**src/rtl/dmem_biu_pkg.sv**
```systemverilog
`default_nettype none

package dmem_biu_pkg;

  ////////////////////////////////////////////////////////////////////////////
  // Widths
  ////////////////////////////////////////////////////////////////////////////

  localparam int XLEN    = 32;
  localparam int ALEN    = 32;
  localparam int PMA_CNT = 4;

  ////////////////////////////////////////////////////////////////////////////
  // Fixed AHB codes
  ////////////////////////////////////////////////////////////////////////////

  // Data access, user mode, non-bufferable, non-cacheable
  localparam logic [3:0] HPROT_DATA    = 4'b0001;

  // Only single transfers are issued
  localparam logic [2:0] HBURST_SINGLE = 3'b000;

  ////////////////////////////////////////////////////////////////////////////
  // Encodings
  ////////////////////////////////////////////////////////////////////////////

  typedef enum logic [1:0] {
    MEM_BYTE = 2'b00,
    MEM_HALF = 2'b01,
    MEM_WORD = 2'b10
  } mem_size_e;

  // BUSY and SEQ never used, bursts are not issued
  typedef enum logic [1:0] {
    HTRANS_IDLE   = 2'b00,
    HTRANS_NONSEQ = 2'b10
  } htrans_e;

  typedef enum logic [2:0] {
    HSIZE_BYTE = 3'b000,
    HSIZE_HALF = 3'b001,
    HSIZE_WORD = 3'b010
  } hsize_e;

  typedef enum logic [1:0] {
    ST_IDLE = 2'd0,
    ST_ADDR = 2'd1,
    ST_DATA = 2'd2,
    ST_RESP = 2'd3
  } biu_state_e;

  ////////////////////////////////////////////////////////////////////////////
  // Bundles
  ////////////////////////////////////////////////////////////////////////////

  // Load/store request from the requester
  typedef struct packed {
    logic [ALEN-1:0] adr;
    logic            we;
    mem_size_e       size;
    logic            unsigned_ld;
    logic [XLEN-1:0] wdata;
  } dmem_req_t;

  // One-cycle response pulses plus load data
  typedef struct packed {
    logic [XLEN-1:0] rdata;
    logic            ack;
    logic            err;
    logic            misaligned;
  } dmem_rsp_t;

  typedef struct packed {
    logic valid;
    logic readable;
    logic writable;
  } pma_cfg_t;

  // Master to slave
  typedef struct packed {
    logic            hsel;
    logic [ALEN-1:0] haddr;
    logic [XLEN-1:0] hwdata;
    logic            hwrite;
    hsize_e          hsize;
    logic [2:0]      hburst;
    logic [3:0]      hprot;
    htrans_e         htrans;
  } ahb_m2s_t;

  // Slave to master
  typedef struct packed {
    logic [XLEN-1:0] hrdata;
    logic            hready;
    logic            hresp;
  } ahb_s2m_t;

endpackage

`default_nettype wire

```
**src/rtl/biu_ahb_fsm.sv**
```systemverilog
`timescale 1ns/10ps
`default_nettype none

module biu_ahb_fsm (
  input  logic                          hclk_i,
  input  logic                          rst_n_i,
  input  logic                          mem_req_i,
  input  dmem_biu_pkg::dmem_req_t       mem_i,
  input  logic                          misaligned_i,
  input  logic                          fault_i,
  input  logic [dmem_biu_pkg::XLEN-1:0] hwdata_i,
  input  logic [dmem_biu_pkg::XLEN-1:0] rdata_i,
  output logic [1:0]                    lane_adr_o,
  output dmem_biu_pkg::mem_size_e       lane_size_o,
  output logic                          lane_unsigned_o,
  output dmem_biu_pkg::ahb_m2s_t        ahb_o,
  input  dmem_biu_pkg::ahb_s2m_t        ahb_i,
  output dmem_biu_pkg::dmem_rsp_t       mem_o
);
  import dmem_biu_pkg::*;

  biu_state_e      state_q;
  logic            hsel_q;
  htrans_e         htrans_q;
  logic            ack_q;
  logic            err_q;
  logic            misaligned_q;

  logic [ALEN-1:0] haddr_q;
  logic [XLEN-1:0] hwdata_q;
  logic            hwrite_q;
  hsize_e          hsize_q;
  logic [XLEN-1:0] rdata_q;

  logic            req_accept;
  logic            data_done;

  function automatic hsize_e to_hsize(input mem_size_e size);
    case (size)
      MEM_BYTE: return HSIZE_BYTE;
      MEM_HALF: return HSIZE_HALF;
      default:  return HSIZE_WORD;
    endcase
  endfunction

  assign req_accept = (state_q == ST_IDLE) && mem_req_i;
  assign data_done  = (state_q == ST_DATA) && ahb_i.hready;

  ////////////////////////////////////////////////////////////////////////////
  // Sequencer
  ////////////////////////////////////////////////////////////////////////////

  always_ff @(posedge hclk_i) begin
    if (!rst_n_i) begin
      state_q      <= ST_IDLE;
      hsel_q       <= 1'b0;
      htrans_q     <= HTRANS_IDLE;
      ack_q        <= 1'b0;
      err_q        <= 1'b0;
      misaligned_q <= 1'b0;
    end else begin
      // Responses are single-cycle pulses
      ack_q        <= 1'b0;
      err_q        <= 1'b0;
      misaligned_q <= 1'b0;
      case (state_q)
        ST_IDLE: begin
          if (mem_req_i) begin
            if (misaligned_i) begin
              misaligned_q <= 1'b1;
              state_q      <= ST_RESP;
            end else if (fault_i) begin
              err_q   <= 1'b1;
              state_q <= ST_RESP;
            end else begin
              hsel_q   <= 1'b1;
              htrans_q <= HTRANS_NONSEQ;
              state_q  <= ST_ADDR;
            end
          end
        end
        // Address phase is always one cycle, nothing else in flight
        ST_ADDR: begin
          hsel_q   <= 1'b0;
          htrans_q <= HTRANS_IDLE;
          state_q  <= ST_DATA;
        end
        ST_DATA: begin
          if (ahb_i.hready) begin
            ack_q   <= !ahb_i.hresp;
            err_q   <= ahb_i.hresp;
            state_q <= ST_RESP;
          end
        end
        default: state_q <= ST_IDLE;
      endcase
    end
  end

  // Request payload, captured once and held for the whole transfer
  always_ff @(posedge hclk_i) begin
    if (req_accept) begin
      haddr_q         <= mem_i.adr;
      hwdata_q        <= hwdata_i;
      hwrite_q        <= mem_i.we;
      hsize_q         <= to_hsize(mem_i.size);
      lane_adr_o      <= mem_i.adr[1:0];
      lane_size_o     <= mem_i.size;
      lane_unsigned_o <= mem_i.unsigned_ld;
    end
    if (data_done) begin
      rdata_q <= rdata_i;
    end
  end

  ////////////////////////////////////////////////////////////////////////////
  // Outputs
  ////////////////////////////////////////////////////////////////////////////

  always_comb begin
    ahb_o.hsel   = hsel_q;
    ahb_o.haddr  = haddr_q;
    ahb_o.hwdata = hwdata_q;
    ahb_o.hwrite = hwrite_q;
    ahb_o.hsize  = hsize_q;
    ahb_o.hburst = HBURST_SINGLE;
    ahb_o.hprot  = HPROT_DATA;
    ahb_o.htrans = htrans_q;
  end

  always_comb begin
    mem_o.rdata      = rdata_q;
    mem_o.ack        = ack_q;
    mem_o.err        = err_q;
    mem_o.misaligned = misaligned_q;
  end

  ////////////////////////////////////////////////////////////////////////////
  // Checks
  ////////////////////////////////////////////////////////////////////////////

  nonseq_only_in_addr: assert property (
    @(posedge hclk_i) disable iff (!rst_n_i)
    (ahb_o.htrans == HTRANS_NONSEQ) |-> (state_q == ST_ADDR)
  ) else $error("NONSEQ outside the address phase");

  // Wait states must not disturb anything the slave may still sample
  hold_during_wait: assert property (
    @(posedge hclk_i) disable iff (!rst_n_i)
    (state_q == ST_DATA && !ahb_i.hready) |=> $stable(ahb_o)
  ) else $error("ahb_o changed during a wait state");

  one_response_kind: assert property (
    @(posedge hclk_i) disable iff (!rst_n_i)
    $onehot0({mem_o.ack, mem_o.err, mem_o.misaligned})
  ) else $error("more than one response pulse at once");

endmodule

`default_nettype wire

```
**src/rtl/biu_data_lanes.sv**
```systemverilog
`timescale 1ns/10ps
`default_nettype none

module biu_data_lanes (
  input  dmem_biu_pkg::dmem_req_t       mem_i,
  input  logic [1:0]                    lane_adr_i,
  input  dmem_biu_pkg::mem_size_e       lane_size_i,
  input  logic                          lane_unsigned_i,
  input  logic [dmem_biu_pkg::XLEN-1:0] hrdata_i,
  output logic [dmem_biu_pkg::XLEN-1:0] hwdata_o,
  output logic [dmem_biu_pkg::XLEN-1:0] rdata_o
);
  import dmem_biu_pkg::*;

  logic [XLEN-1:0] rd_shifted;

  ////////////////////////////////////////////////////////////////////////////
  // Store path
  ////////////////////////////////////////////////////////////////////////////

  // Replicate so the slave finds the data on whichever lane it decodes
  always_comb begin
    case (mem_i.size)
      MEM_BYTE: hwdata_o = {(XLEN/8){mem_i.wdata[7:0]}};
      MEM_HALF: hwdata_o = {(XLEN/16){mem_i.wdata[15:0]}};
      default:  hwdata_o = mem_i.wdata;
    endcase
  end

  ////////////////////////////////////////////////////////////////////////////
  // Load path
  ////////////////////////////////////////////////////////////////////////////

  // Addressed lane down to bit 0
  assign rd_shifted = hrdata_i >> {lane_adr_i, 3'b000};

  always_comb begin
    case (lane_size_i)
      MEM_BYTE: begin
        if (lane_unsigned_i) begin
          rdata_o = {{(XLEN-8){1'b0}}, rd_shifted[7:0]};
        end else begin
          rdata_o = {{(XLEN-8){rd_shifted[7]}}, rd_shifted[7:0]};
        end
      end
      MEM_HALF: begin
        if (lane_unsigned_i) begin
          rdata_o = {{(XLEN-16){1'b0}}, rd_shifted[15:0]};
        end else begin
          rdata_o = {{(XLEN-16){rd_shifted[15]}}, rd_shifted[15:0]};
        end
      end
      default: rdata_o = hrdata_i;
    endcase
  end

endmodule

`default_nettype wire

```
**src/rtl/dmem_align_check.sv**
```systemverilog
`timescale 1ns/10ps
`default_nettype none

module dmem_align_check (
  input  dmem_biu_pkg::dmem_req_t mem_i,
  output logic                    misaligned_o
);
  import dmem_biu_pkg::*;

  ////////////////////////////////////////////////////////////////////////////
  // Alignment
  ////////////////////////////////////////////////////////////////////////////

  // Halves need bit 0 clear, words both low bits clear
  always_comb begin
    case (mem_i.size)
      MEM_HALF: misaligned_o = mem_i.adr[0];
      MEM_WORD: misaligned_o = |mem_i.adr[1:0];
      default:  misaligned_o = 1'b0;
    endcase
  end

  ////////////////////////////////////////////////////////////////////////////
  // Checks
  ////////////////////////////////////////////////////////////////////////////

  // Byte accesses can sit on any address
  byte_never_misaligned: assert property (
    @(mem_i) (mem_i.size == MEM_BYTE) |-> !misaligned_o
  ) else $error("byte request flagged as misaligned, adr %h", mem_i.adr);

endmodule

`default_nettype wire

```
**src/rtl/dmem_biu_top.sv**
```systemverilog
`timescale 1ns/10ps
`default_nettype none

module dmem_biu_top (
  input  logic                          hclk_i,
  input  logic                          rst_n_i,

  // Requester side
  input  logic                          mem_req_i,
  input  dmem_biu_pkg::dmem_req_t       mem_i,
  output dmem_biu_pkg::dmem_rsp_t       mem_o,

  // Memory attributes
  input  dmem_biu_pkg::pma_cfg_t        pma_cfg_i [dmem_biu_pkg::PMA_CNT],
  input  logic [dmem_biu_pkg::ALEN-1:0] pma_adr_i [dmem_biu_pkg::PMA_CNT],

  // AHB-Lite master port
  output dmem_biu_pkg::ahb_m2s_t        ahb_o,
  input  dmem_biu_pkg::ahb_s2m_t        ahb_i
);
  import dmem_biu_pkg::*;

  logic            misaligned;
  logic            pma_fault;
  logic [XLEN-1:0] lane_wdata;
  logic [XLEN-1:0] lane_rdata;
  logic [1:0]      lane_adr;
  mem_size_e       lane_size;
  logic            lane_unsigned;

  ////////////////////////////////////////////////////////////////////////////
  // Request checks
  ////////////////////////////////////////////////////////////////////////////

  dmem_align_check align_check_inst (
    .mem_i           ( mem_i         ),
    .misaligned_o    ( misaligned    )
  );

  dmem_pma_check pma_check_inst (
    .mem_i           ( mem_i         ),
    .pma_cfg_i       ( pma_cfg_i     ),
    .pma_adr_i       ( pma_adr_i     ),
    .fault_o         ( pma_fault     )
  );

  ////////////////////////////////////////////////////////////////////////////
  // Data lanes and bus sequencer
  ////////////////////////////////////////////////////////////////////////////

  biu_data_lanes data_lanes_inst (
    .mem_i           ( mem_i         ),
    .lane_adr_i      ( lane_adr      ),
    .lane_size_i     ( lane_size     ),
    .lane_unsigned_i ( lane_unsigned ),
    .hrdata_i        ( ahb_i.hrdata  ),
    .hwdata_o        ( lane_wdata    ),
    .rdata_o         ( lane_rdata    )
  );

  biu_ahb_fsm ahb_fsm_inst (
    .hclk_i          ( hclk_i        ),
    .rst_n_i         ( rst_n_i       ),
    .mem_req_i       ( mem_req_i     ),
    .mem_i           ( mem_i         ),
    .misaligned_i    ( misaligned    ),
    .fault_i         ( pma_fault     ),
    .hwdata_i        ( lane_wdata    ),
    .rdata_i         ( lane_rdata    ),
    .lane_adr_o      ( lane_adr      ),
    .lane_size_o     ( lane_size     ),
    .lane_unsigned_o ( lane_unsigned ),
    .ahb_o           ( ahb_o         ),
    .ahb_i           ( ahb_i         ),
    .mem_o           ( mem_o         )
  );

endmodule

`default_nettype wire

```
**src/rtl/dmem_pma_check.sv**
```systemverilog
`timescale 1ns/10ps
`default_nettype none

module dmem_pma_check (
  input  dmem_biu_pkg::dmem_req_t        mem_i,
  input  dmem_biu_pkg::pma_cfg_t         pma_cfg_i [dmem_biu_pkg::PMA_CNT],
  input  logic [dmem_biu_pkg::ALEN-1:0]  pma_adr_i [dmem_biu_pkg::PMA_CNT],
  output logic                           fault_o
);
  import dmem_biu_pkg::*;

  logic [PMA_CNT-1:0] region_hit;
  logic               match;
  pma_cfg_t           match_cfg;

  ////////////////////////////////////////////////////////////////////////////
  // Region decode
  ////////////////////////////////////////////////////////////////////////////

  // Top-of-range, each region starts where the previous one ends
  for (genvar k = 0; k < PMA_CNT; k++) begin : gen_region
    if (k == 0) begin : gen_first
      assign region_hit[k] = pma_cfg_i[k].valid && (mem_i.adr < pma_adr_i[k]);
    end else begin : gen_next
      assign region_hit[k] = pma_cfg_i[k].valid &&
                             (mem_i.adr >= pma_adr_i[k-1]) &&
                             (mem_i.adr <  pma_adr_i[k]);
    end
  end

  // Walk down so the lowest matching index is the one left standing
  always_comb begin
    match     = 1'b0;
    match_cfg = '0;
    for (int i = PMA_CNT - 1; i >= 0; i--) begin
      if (region_hit[i]) begin
        match     = 1'b1;
        match_cfg = pma_cfg_i[i];
      end
    end
  end

  ////////////////////////////////////////////////////////////////////////////
  // Permissions
  ////////////////////////////////////////////////////////////////////////////

  // Unmapped address, or access type not allowed in the region
  always_comb begin
    if (!match) begin
      fault_o = 1'b1;
    end else if (mem_i.we) begin
      fault_o = !match_cfg.writable;
    end else begin
      fault_o = !match_cfg.readable;
    end
  end

endmodule

`default_nettype wire

```
**config.mk**
```make
export PLATFORM = sky130hd
export DESIGN_NAME = dmem_biu_top
export DESIGN_NICKNAME = d
export VERILOG_FILES = /design/src/rtl/dmem_biu_pkg.sv /design/src/rtl/biu_ahb_fsm.sv /design/src/rtl/biu_data_lanes.sv /design/src/rtl/dmem_align_check.sv /design/src/rtl/dmem_biu_top.sv /design/src/rtl/dmem_pma_check.sv
export SDC_FILE = /design/constraint.sdc
export NUM_CORES = 1
export LEC_CHECK = 0
export ABC_CLOCK_PERIOD_IN_PS = 9200
export BUFFER_PORTS_ARGS = -buffer_cell sky130_fd_sc_hd__clkbuf_2
export CAP_MARGIN = 25
export CORE_AREA = 2 2 138 140
export CTS_CLUSTER_DIAMETER = 50
export DETAILED_ROUTE_END_ITERATION = 8
export DIE_AREA = 0 0 140 142
export GPL_TIMING_DRIVEN = 0
export PLACE_DENSITY = 0.75
export RECOVER_POWER = 50
export SYNTH_ARGS = -nofsm -noshare
export SYNTH_HDL_FRONTEND = slang
export SYNTH_SLANG_ARGS = --single-unit
```
**constraint.sdc**
```tcl
create_clock -name hclk_i -period 9.2 [get_ports hclk_i]
set_input_delay 0.46 -clock hclk_i [delete_from_list [all_inputs] [get_ports hclk_i]]
set_output_delay 0.46 -clock hclk_i [all_outputs]
set_load 0.01 [all_outputs]
```
==> results of run 1 <==
==> power by group through the flow <==
stage          Sequential (W)  Clock [W]  Combinational (W)
3_5_place_dp         0.000719          0           0.000579
6_report             0.000707   0.000413           0.000554
5_1_grt              0.000716   0.000440           0.000621
2_1_floorplan        0.000768          0           0.000278
3_3_place_gp         0.000727          0           0.000554
4_1_cts              0.000708   0.000424           0.000581
==> final cells by class <==
cell class                      count  area (um2)  share of cell area
Multi-Input combinational cell    553        4040               0.398
Sequential cell                   108        3180               0.313
Timing Repair Buffer              350        1600               0.158
Inverter                          145         544              0.0536
Tap cell                          234         293              0.0288
Clock buffer                        9         225              0.0222
Buffer                             33         180              0.0177
Clock inverter                      7        82.6             0.00813
Antenna cell                        2        5.00            0.000493
==> kinds of logic (layout without fill, tap and decap cells) <==
kind of cell	count (synthesis)	in the layout
simple gates	217	217
buf+inv	178	544
flops	108	108
mux	15	15
fa+ha+maj	135	135
other cells	2	11
compound gates	177	177
==> layout by cell type (no fill, tap or decap), types with 22 or more instances in the layout <==
cell type and instances:
clkbuf_2 203, a21oi_1 61, clkbuf_1 163, inv_1 145, edfxtp_1 102, nand2_1 103, nor2_1 35, nand4_1 22
ha_1 135, o21ai_0 42
==> final timing paths <==
kind / startpoint / to
worst max register to register: ahb_fsm_inst.haddr_q[1] / ahb_fsm_inst.rdata_q[27]
worst max-delay path: mem_i[37] / ahb_fsm_inst.state_q[1]
worst min register to register: ahb_fsm_inst.htrans_q[1] / ahb_fsm_inst.htrans_q[1]
worst min-delay path: mem_i[32] / ahb_fsm_inst.lane_unsigned_o
==> registers in the layout, indices dropped and copies added, names as in the netlist <==
signal / flops
ahb_fsm_inst.ack_q: 1
ahb_fsm_inst.hsize_q: 2
ahb_fsm_inst.rdata_q: 32
ahb_fsm_inst.hwrite_q: 1
ahb_fsm_inst.misaligned_q: 1
ahb_fsm_inst.haddr_q: 32
ahb_fsm_inst.htrans_q: 1
ahb_fsm_inst.state_q: 2
ahb_fsm_inst.lane_unsigned_o: 1
ahb_fsm_inst.lane_size_o: 2
ahb_fsm_inst.hwdata_q: 32
ahb_fsm_inst.err_q: 1
==> per-layer routing <==
layer	GRT usage	share of wire
met5	0	0
met4	0.0904	0.028
met3	0.0431	0.077
met2	0.413	0.50
met1	0.271	0.40
==> worst max-delay path, delay by kind of cell <==
kind                     cells  cell delay, ns
AO/OA/AOI/OAI                7            1.86
buffers and inverters        1            0.33
adder cells (fa/ha/maj)      1            0.32
AND/OR/NAND/NOR              2            0.24
==> stage by stage <==
step	hold WS (ns)	worst slack [ns]
after floorplan	0.476	6.29
after global placement	0.538	5.27
after detailed placement	0.544	5.93
after CTS	0.275	6.31
after global routing	0.283	5.97
final	0.281	6.24
==> results.toml, run 1 <==
[outcome]
outcome = "complete, but fails checks"
violations = "design-rule violations"

[logic_synthesis]
avgSynthCellArea_um2 = 9.52
synth_warnings = 0
synth.ff_latch_count = 108
yosys_most_used_dff = "edfxtp_1"
muxShareOfSynthArea = 0.0213
yosysTopAreaCell = "edfxtp_1"
synth_area_mm2 = 0.00792
synth_top_area_frac = 0.387
yosys.cell_types.count = 61
synth_cells = 832
synth_common_cells = "145 x inv_1, 135 x ha_1, 103 x nand2_1, 102 x edfxtp_1, 61 x a21oi_1"
ys_top_cells_by_area = "edfxtp_1 39%, ha_1 21%, inv_1 6.9%, nand2_1 4.9%, a21oi_1 3.9%"
synth-edff-count = 102
synth_most_common_cell = "inv_1"
synthXorXnorAreaFrac = 0
synthArstFlopShare = 0
synth_top_family_by_area = "adder cells"
yosysSeqAreaShare = 0.402
synth_simple_gate_area_frac = 0.128
synthAdderAreaFrac = 0.213
synth-compound-area-share = 0.143

[sta]
hold_viol = 0
finalCritPeriodShare = 0.322
slew_headroom = 0.475
max_freq_mhz = 338
grt_setup_unrepaired = "no"
worst_slew_pin_slew_ns = 0.787
fin_worst_skew_ns = 0.0116
min_period_ns = 2.96
finalSetupViolCount = 0
fin_setup_tns_ns = 0
finalMaxSlewViolations = 0

[hold_path]
worstHoldPathType = "input port to flop"
hold_depth = 1

[setup_path]
crit_fanout = 6
rr_worst_depth = 7
slowest_stage = "o2111ai_1"
cp.arrival_ns = 3.21
startpoint_type = "input port"
required_ns = 9.44
cp_cell_sequence = "clkbuf_1 -> ha_1 -> nor2b_1 -> o211ai_1 -> a2111oi_0 -> a211o_2 -> a221oi_1 -> nand2_1 -> o2111ai_1 -> a31oi_1 -> o31a_1"
slowest_delay_ns = 0.43
rrSetupSlack_ns = 6.73
crit_type = "input port to flop"
critPathCaptureType = "flop"

[power_and_ir_drop]
leakagePower_nw = 5.09
pwr_density_cell_mw_per_mm2 = 165
internal_power_w = 0.00108
ir_worst_vdd_uv = 100
clkPwrFrac = 0.247
p_total_w = 0.00167
swShare = 0.355
pwr-share-comb = 0.331
seq_power_share = 0.422
power.switching_w = 0.000595

[placement]
dp.cells = 1423
gp_congestion = 0.904
hpwl_um = 19300
io_buffers = 348
place_area_mm2 = 0.0100

[die]
chipHeight_um = 142
die_x_um = 140
ios = 358
core_mm2 = 0.0185
start_util = 0.429
rows = 50
die_area_mm2 = 0.0199

[grt]
grt_start_max_net_pins = 47
grt-ovfl-total = 0
grt_pass1_vias = 7135
grt_usage = 0.229
grt_first_pass_wirelength_um = 35700
antenna_found_initial = 2

[cts]
cts_tree = "yes"
cts.sinks = 108
post_cts_buffers = 0
cts_resized = 0
cts.path.max_buffers = 2
cts.clk_slew.worst_paths_ns = 0.08
cts_buffers = 9
cts-root-buf = "clkbuf_16"
ctsHtreeMaxLevel = 3
insertion_delay_ns = 0.36
hold_buffers = 0

[drt]
drc = 22
vias_per_cell = 5.13
drt_iter0_drc = 356
first_pass_iters = 9
drt-total-wl_um = 23400
wire_per_inst_um = 16.3
via_count = 7389
drt.antenna.violating_nets = 0

[flow_run]
maxCapViolations = 0

[finish]
final_cell_area_mm2 = 0.0102
fillCellCount = 1733
fin_cells = 1441
drive_above_1_share = 0.215
areaGrowthSynthToFinish_pct = 28.2
nNetsFinal = 1580
utilization = 0.551
(Power assumes the default switching activity.)
==> run 2, diff against run 1 <==
--- a/config.mk
+++ b/config.mk
@@ -5,15 +5,15 @@
 export SDC_FILE = /design/constraint.sdc
 export NUM_CORES = 1
 export LEC_CHECK = 0
-export ABC_CLOCK_PERIOD_IN_PS = 9200
+export ABC_CLOCK_PERIOD_IN_PS = 3090
 export BUFFER_PORTS_ARGS = -buffer_cell sky130_fd_sc_hd__clkbuf_2
 export CAP_MARGIN = 25
-export CORE_AREA = 2 2 138 140
+export CORE_AREA = 2 2 140 142
 export CTS_CLUSTER_DIAMETER = 50
 export DETAILED_ROUTE_END_ITERATION = 8
-export DIE_AREA = 0 0 140 142
+export DIE_AREA = 0 0 142 144
 export GPL_TIMING_DRIVEN = 0
-export PLACE_DENSITY = 0.75
+export PLACE_DENSITY = 0.74
 export RECOVER_POWER = 50
 export SYNTH_ARGS = -nofsm -noshare
 export SYNTH_HDL_FRONTEND = slang
==> constraint.sdc (replaced) <==
create_clock -name hclk_i -period 3.09 [get_ports hclk_i]
set_input_delay 0.1545 -clock hclk_i [delete_from_list [all_inputs] [get_ports hclk_i]]
set_output_delay 0.1545 -clock hclk_i [all_outputs]
set_load 0.01 [all_outputs]
==> run 2 against run 1 <==
The flow now finishes without violations. Final area about the same. Via count decreased by 0.85%. Combinational power increased to 3.0 times the previous value. Count of clock-buffer cells in the layout unchanged. Global-route usage decreased by 0.83 points. First-iteration DRC count decreased by 16%. Final cell count increased by 0.28%. Clock skew decreased by 0.0032 ns. Critical path depth unchanged. Non-clock buffer count increased by 1. Clock power increased to 2.9 times the previous value. Sequential power increased to 3.0 times the previous value. Highest routed layer unchanged.
==> results.toml, run 2 (synthesis gave the netlist of run 1 again) <==
[die]
chipHeight_um = 144
die_x_um = 142
rows = 51
start_util = 0.415
ios = 358
die_area_mm2 = 0.0204
core_mm2 = 0.0191

[placement]
pre_cts_ws_ns = 0.174
place_area_mm2 = 0.0100
io_buffers = 348
gp_congestion = 0.869
hpwl_um = 19300

[drt]
drc = 0
via_count = 7326
drt-total-wl_um = 23200
drt_iter0_drc = 298
vias_per_cell = 5.07
wire_per_inst_um = 16.0
first_pass_iters = 5
drt.antenna.violating_nets = 0

[grt]
grt-ovfl-total = 0
grt_start_max_net_pins = 43
grt_pass1_vias = 6944
antenna_found_initial = 1
grt_first_pass_wirelength_um = 34800
grt_usage = 0.221

[sta]
finalMaxSlewViolations = 0
finalCritPeriodShare = 0.852
max_freq_mhz = 380
grt_setup_unrepaired = "no"
slew_headroom = 0.457
hold_viol = 0
min_period_ns = 2.63
setup_slack_ns = 0.456
finalSetupViolCount = 0
fin_worst_skew_ns = 0.00847
fin_setup_tns_ns = 0
worst_slew_pin_slew_ns = 0.814

[setup_path]
critPathCaptureType = "flop"
startpoint_type = "input port"
required_ns = 3.34
cp.arrival_ns = 2.88
crit_type = "input port to flop"
crit_fanout = 6

[cts]
cts-root-buf = "clkbuf_16"
insertion_delay_ns = 0.36
cts_tree = "yes"
ctsHtreeMaxLevel = 3
cts.path.max_buffers = 2
cts.sinks = 108
cts_buffers = 9
cts.clk_slew.worst_paths_ns = 0.08

[finish]
final_cell_mix = "203 x clkbuf_2, 163 x clkbuf_1, 145 x inv_1"
nNetsFinal = 1581
final_common_cell = "clkbuf_2"
final_cell_area_mm2 = 0.0102
top_regs = "ahb_fsm_inst.haddr_q: 32 flops, ahb_fsm_inst.hwdata_q: 32 flops, ahb_fsm_inst.rdata_q: 32 flops"
drive_above_1_share = 0.215
areaGrowthSynthToFinish_pct = 28.3
utilization = 0.533

[power_and_ir_drop]
leakagePower_nw = 5.09
power.switching_w = 0.00174
swShare = 0.352
clkPwrFrac = 0.242
seq_power_share = 0.426
pwr-share-comb = 0.332
pwr_density_cell_mw_per_mm2 = 486
internal_power_w = 0.00320
ir_worst_vdd_uv = 272

[hold_path]
worstHoldPathType = "input port to flop"

[flow_run]
maxCapViolations = 0

[outcome]
outcome = "finished, final reports clean"
[run 2: cell types whose count changed in the layout (fill, tap and decap cells not counted), sizes merged]
| cell | change |
|---|---|
| inv | -2 |
| dlygate4sd3 | +1 |
| diode | -1 |
| buf | -1 |
| clkbuf | +1 |
| clkinv | +2 |
[run 2: worst max-delay path: stages]
cell and delay [ns]:
clkbuf_1 0.35, ha_1 0.33, nor2b_1 0.13, o211ai_1 0.14
a2111oi_0 0.16, a211o_2 0.35, a221oi_1 0.32, nand2_1 0.10
o2111ai_1 0.43, a31oi_1 0.15, o31a_1 0.26
[run 2: final cells by class]
type | instances | area [um2]
multi-input combinational | 553 | 4040
clock inverter | 7 | 75.1
sequential | 108 | 3180
fill | 1862 | 8910
timing repair buffer | 351 | 1610
buffer | 33 | 180
tap | 238 | 298
clock buffer | 9 | 225
antenna | 1 | 2.50
inverter | 145 | 544
[run 2: worst paths after layout]
kind                       startpoint                           to  slack [ns]  depth (start not counted)
max reg2reg   ahb_fsm_inst.haddr_q[1]     ahb_fsm_inst.rdata_q[28]        0.60                          7
min reg2reg  ahb_fsm_inst.htrans_q[1]     ahb_fsm_inst.htrans_q[1]        0.56                          2
max                         mem_i[37]      ahb_fsm_inst.state_q[1]        0.46                         11
min                         mem_i[34]  ahb_fsm_inst.lane_size_o[1]        0.05                          1
[run 2: stage by stage]
step	power [W]	instances	hold slack [ns]
final	0.00494	1445	0.0481
after global routing	0.00526	1445	0.0579
after CTS	0.00507	1444	0.00324
after detailed placement	0.00386	1427	0.337
after global placement	0.00380	1425	0.333
after floorplan	0.00311	839	0.253
[run 2: power groups by stage]
stage                     Clock (W)  Sequential, W  Combinational [W]
after global placement            0        0.00217            0.00164
after CTS                   0.00123        0.00211            0.00173
final                       0.00120        0.00211            0.00164
after floorplan                   0        0.00229           0.000828
after global routing        0.00127        0.00214            0.00185
after detailed placement          0        0.00214            0.00172
[run 2: routing by layer]
metal / track usage / share of wire
met2: 0.409 / 0.51
met3: 0.0447 / 0.071
met4: 0.0853 / 0.028
met5: 0 / 0
met1: 0.249 / 0.39
[run 2: what timing repair did]
action                    4_1_cts  5_1_grt
hold buffers                    1        0
hold endpoints to repair        1        0
buffers inserted                0        0
resized for setup               0        0
==> run 3, diff against run 2 <==
--- a/config.mk
+++ b/config.mk
@@ -5,15 +5,16 @@
 export SDC_FILE = /design/constraint.sdc
 export NUM_CORES = 1
 export LEC_CHECK = 0
+export ABC_AREA = 1
 export ABC_CLOCK_PERIOD_IN_PS = 3090
 export BUFFER_PORTS_ARGS = -buffer_cell sky130_fd_sc_hd__clkbuf_2
 export CAP_MARGIN = 25
-export CORE_AREA = 2 2 140 142
+export CORE_AREA = 2 2 139 141
 export CTS_CLUSTER_DIAMETER = 50
 export DETAILED_ROUTE_END_ITERATION = 8
-export DIE_AREA = 0 0 142 144
+export DIE_AREA = 0 0 141 143
 export GPL_TIMING_DRIVEN = 0
-export PLACE_DENSITY = 0.74
+export PLACE_DENSITY = 0.75
 export RECOVER_POWER = 50
 export SYNTH_ARGS = -nofsm -noshare
 export SYNTH_HDL_FRONTEND = slang
==> run 3 against run 2 <==
Area after synthesis grew 0.74%. Via count is 2.8% higher. Hold slack lost 0.021 ns. Power grew 0.19%. Sequential share of layout area shrank 0.35 points. First-iteration DRC count up 4.0%. Global-route usage grew 0.87 points. Clock skew grew 0.00056 ns. Sequential power about the same. Critical path depth shrank 3. Maximum frequency is 11% higher. Combinational power barely moved. Critical path type unchanged. Largest power group unchanged.
==> results.toml, run 3 <==
[finish]
areaGrowthSynthToFinish_pct = 28.8
nNetsFinal = 1685
final_common_cell = "inv_1"
top_regs = "ahb_fsm_inst.haddr_q: 32 flops, ahb_fsm_inst.hwdata_q: 32 flops, ahb_fsm_inst.rdata_q: 32 flops"
diodes = 0
drive_above_1_share = 0.196
final_cell_mix = "216 x inv_1, 204 x clkbuf_2, 168 x nand2_1"

[power_and_ir_drop]
pwr-share-comb = 0.334
seq_power_share = 0.431
p_total_w = 0.00495
power.switching_w = 0.00176
leakagePower_nw = 5.40
pwr_density_cell_mw_per_mm2 = 482
internal_power_w = 0.00319
swShare = 0.356
ir_worst_vdd_uv = 243
clkPwrFrac = 0.235

[logic_synthesis]
synth.ff_latch_count = 108
synth_cells = 928
yosysSeqAreaShare = 0.399
synth_most_common_cell = "inv_1"
yosysTopAreaCell = "edfxtp_1"
synthArstFlopShare = 0
synth_common_cells = "217 x inv_1, 168 x nand2_1, 135 x ha_1, 102 x edfxtp_1, 71 x a21oi_1"
yosys_most_used_dff = "edfxtp_1"
yosys.cell_types.count = 35
synth-edff-count = 102
synth_top_area_frac = 0.384
synth_warnings = 0
ys_top_cells_by_area = "edfxtp_1 38%, ha_1 21%, inv_1 10%, nand2_1 7.9%, a21oi_1 4.5%"
synth_area_mm2 = 0.00798
avgSynthCellArea_um2 = 8.60

[sta]
max_freq_mhz = 423
setup_slack_ns = 0.724
min_period_ns = 2.37
finalMaxSlewViolations = 0
slew_headroom = 0.378
worst_slew_pin_slew_ns = 0.932
finalCritPeriodShare = 0.766
finalSetupViolCount = 0
grt_setup_unrepaired = "no"
hold_viol = 0
fin_worst_skew_ns = 0.00904

[setup_path]
required_ns = 3.31
critPathCaptureType = "flop"
crit_top_cell = "clkbuf_1"
slowest_stage = "nor2_1"
rr_worst_depth = 13
crit_type = "input port to flop"
crit_family = "buffers and inverters"
rrSetupSlack_ns = 1.04
crit_fanout = 10
slowest_delay_ns = 0.64
worst_r2r_startpoint = "ahb_fsm_inst.haddr_q[0]"
cp.depth = 8
crit_path_start = "mem_i[34]"
r2r_end = "ahb_fsm_inst.rdata_q[30]"
cp.buffers_inverters = 4
startpoint_type = "input port"
cp-endpoint = "ahb_fsm_inst.hwdata_q[29]"
cp_cell_sequence = "clkbuf_1 -> clkbuf_1 -> inv_1 -> ha_1 -> clkbuf_1 -> nor2_1 -> nand2_1 -> nand2_1"
cp.arrival_ns = 2.58

[cts]
ctsHtreeMaxLevel = 3
cts-root-buf = "clkbuf_16"
cts_resized = 0
cts.sinks = 108
post_cts_buffers = 0
cts_tree = "yes"
cts.clk_slew.worst_paths_ns = 0.08
insertion_delay_ns = 0.35
hold_buffers = 10
cts.path.max_buffers = 2
cts_buffers = 9

[die]
ios = 358
rows = 50
die_x_um = 141
start_util = 0.430
chipHeight_um = 143
core_mm2 = 0.0186
die_area_mm2 = 0.0202

[grt]
grt-busiest-layer = "met2"
antenna_found_initial = 0
gr-usage-met1 = 0.260
grt-ovfl-total = 0
grt_usage = 0.229
met3_usage = 0.0530
grt_start_max_net_pins = 72
grt_first_pass_wirelength_um = 35900
grtUsageMet2 = 0.427
grt_pass1_vias = 7459

[drt]
drc = 0
vias_per_cell = 4.88
drt_iter0_drc = 310
drt.antenna.violating_nets = 0
first_pass_iters = 5
drt-total-wl_um = 23900
via_count = 7528
wire_per_inst_um = 15.5

[outcome]
outcome = "finished, final reports clean"

[hold_path]
worstHoldPathType = "input port to flop"

[flow_run]
maxCapViolations = 0

[placement]
pre_cts_ws_ns = 0.505
io_buffers = 348
gp_congestion = 0.924
hpwl_um = 19700
## run 3: cell count changes in the layout (fill, tap and decap cells not counted), moves of 9 or more
cell	before	now
a21oi_1	61	71
a22oi_1	15	1
clkbuf_1	163	149
dlygate4sd3_1	1	10
inv_1	145	216
mux2_2	11	2
nand2_1	103	168
nand4_1	22	10
nor2_1	35	44
o21ai_2	0	9
o22ai_1	1	16
## run 3: worst min path at each step
stage | cells after the start | startpoint | end
after global routing | 3 | rst_n_i | ahb_fsm_inst.htrans_q[1]
after detailed placement | 1 | mem_i[32] | ahb_fsm_inst.lane_unsigned_o
final | 3 | rst_n_i | ahb_fsm_inst.htrans_q[1]
after global placement | 1 | mem_i[32] | ahb_fsm_inst.lane_unsigned_o
after CTS | 1 | mem_i[36] | ahb_fsm_inst.haddr_q[0]
after floorplan | 1 | ahb_i[0] | ahb_fsm_inst.ack_q
## run 3: metal layers
layer,wire length (um),vias to the layer above
met5,0,-
met2,12200,292
met3,1740,27
met1,9470,3395
li1,-,3814
met4,422,0
## run 3: layout make-up
type | instances | area (um2)
clock buffer | 9 | 225
sequential | 108 | 3180
inverter | 221 | 832
timing repair buffer | 359 | 1690
multi-input combinational | 584 | 3850
clock inverter | 6 | 61.3
buffer | 22 | 146
tap | 234 | 293
fill | 1754 | 8300
## run 3: cell families (layout without fill, tap and decap cells)
logic type / after synthesis / in the layout / share of synthesized area
and+or+nand+nor: 256 / 256 / 0.131
AOI/OAI and AO/OA: 180 / 180 / 0.130
buffers and inverters: 243 / 617 / 0.122
DFF: 108 / 108 / 0.399
muxes: 4 / 4 / 0.00533
other: 2 / 9 / 0.000941
adders and majority gates: 135 / 135 / 0.212
## run 3: worst min-delay path: stages
cell and delay, ns:
clkbuf_2 0.09, nand2_1 0.06, nor2_1 0.03
## run 3: power groups by stage
stage | combinational [W] | sequential, W | clock, W
floorplan | 0.000829 | 0.00232 | 0
global placement | 0.00167 | 0.00218 | 0
detailed placement | 0.00173 | 0.00217 | 0
CTS | 0.00174 | 0.00214 | 0.00119
global route | 0.00186 | 0.00217 | 0.00124
finish | 0.00165 | 0.00214 | 0.00116
## run 3: per-stage QoR
stage / setup TNS [ns] / util / instance area (um2) / hold slack, ns / cells
2_1_floorplan: 0 / - / 8010 / 0.232 / 935
3_3_place_gp: -8.67 / 0.540 / 10000 / 0.334 / 1517
3_5_place_dp: 0 / 0.542 / 10100 / 0.334 / 1518
4_1_cts: 0 / 0.563 / 10500 / 0.00741 / 1543
5_1_grt: 0 / 0.553 / 10300 / 0.0364 / 1543
6_report: 0 / 0.553 / 10300 / 0.0272 / 1543
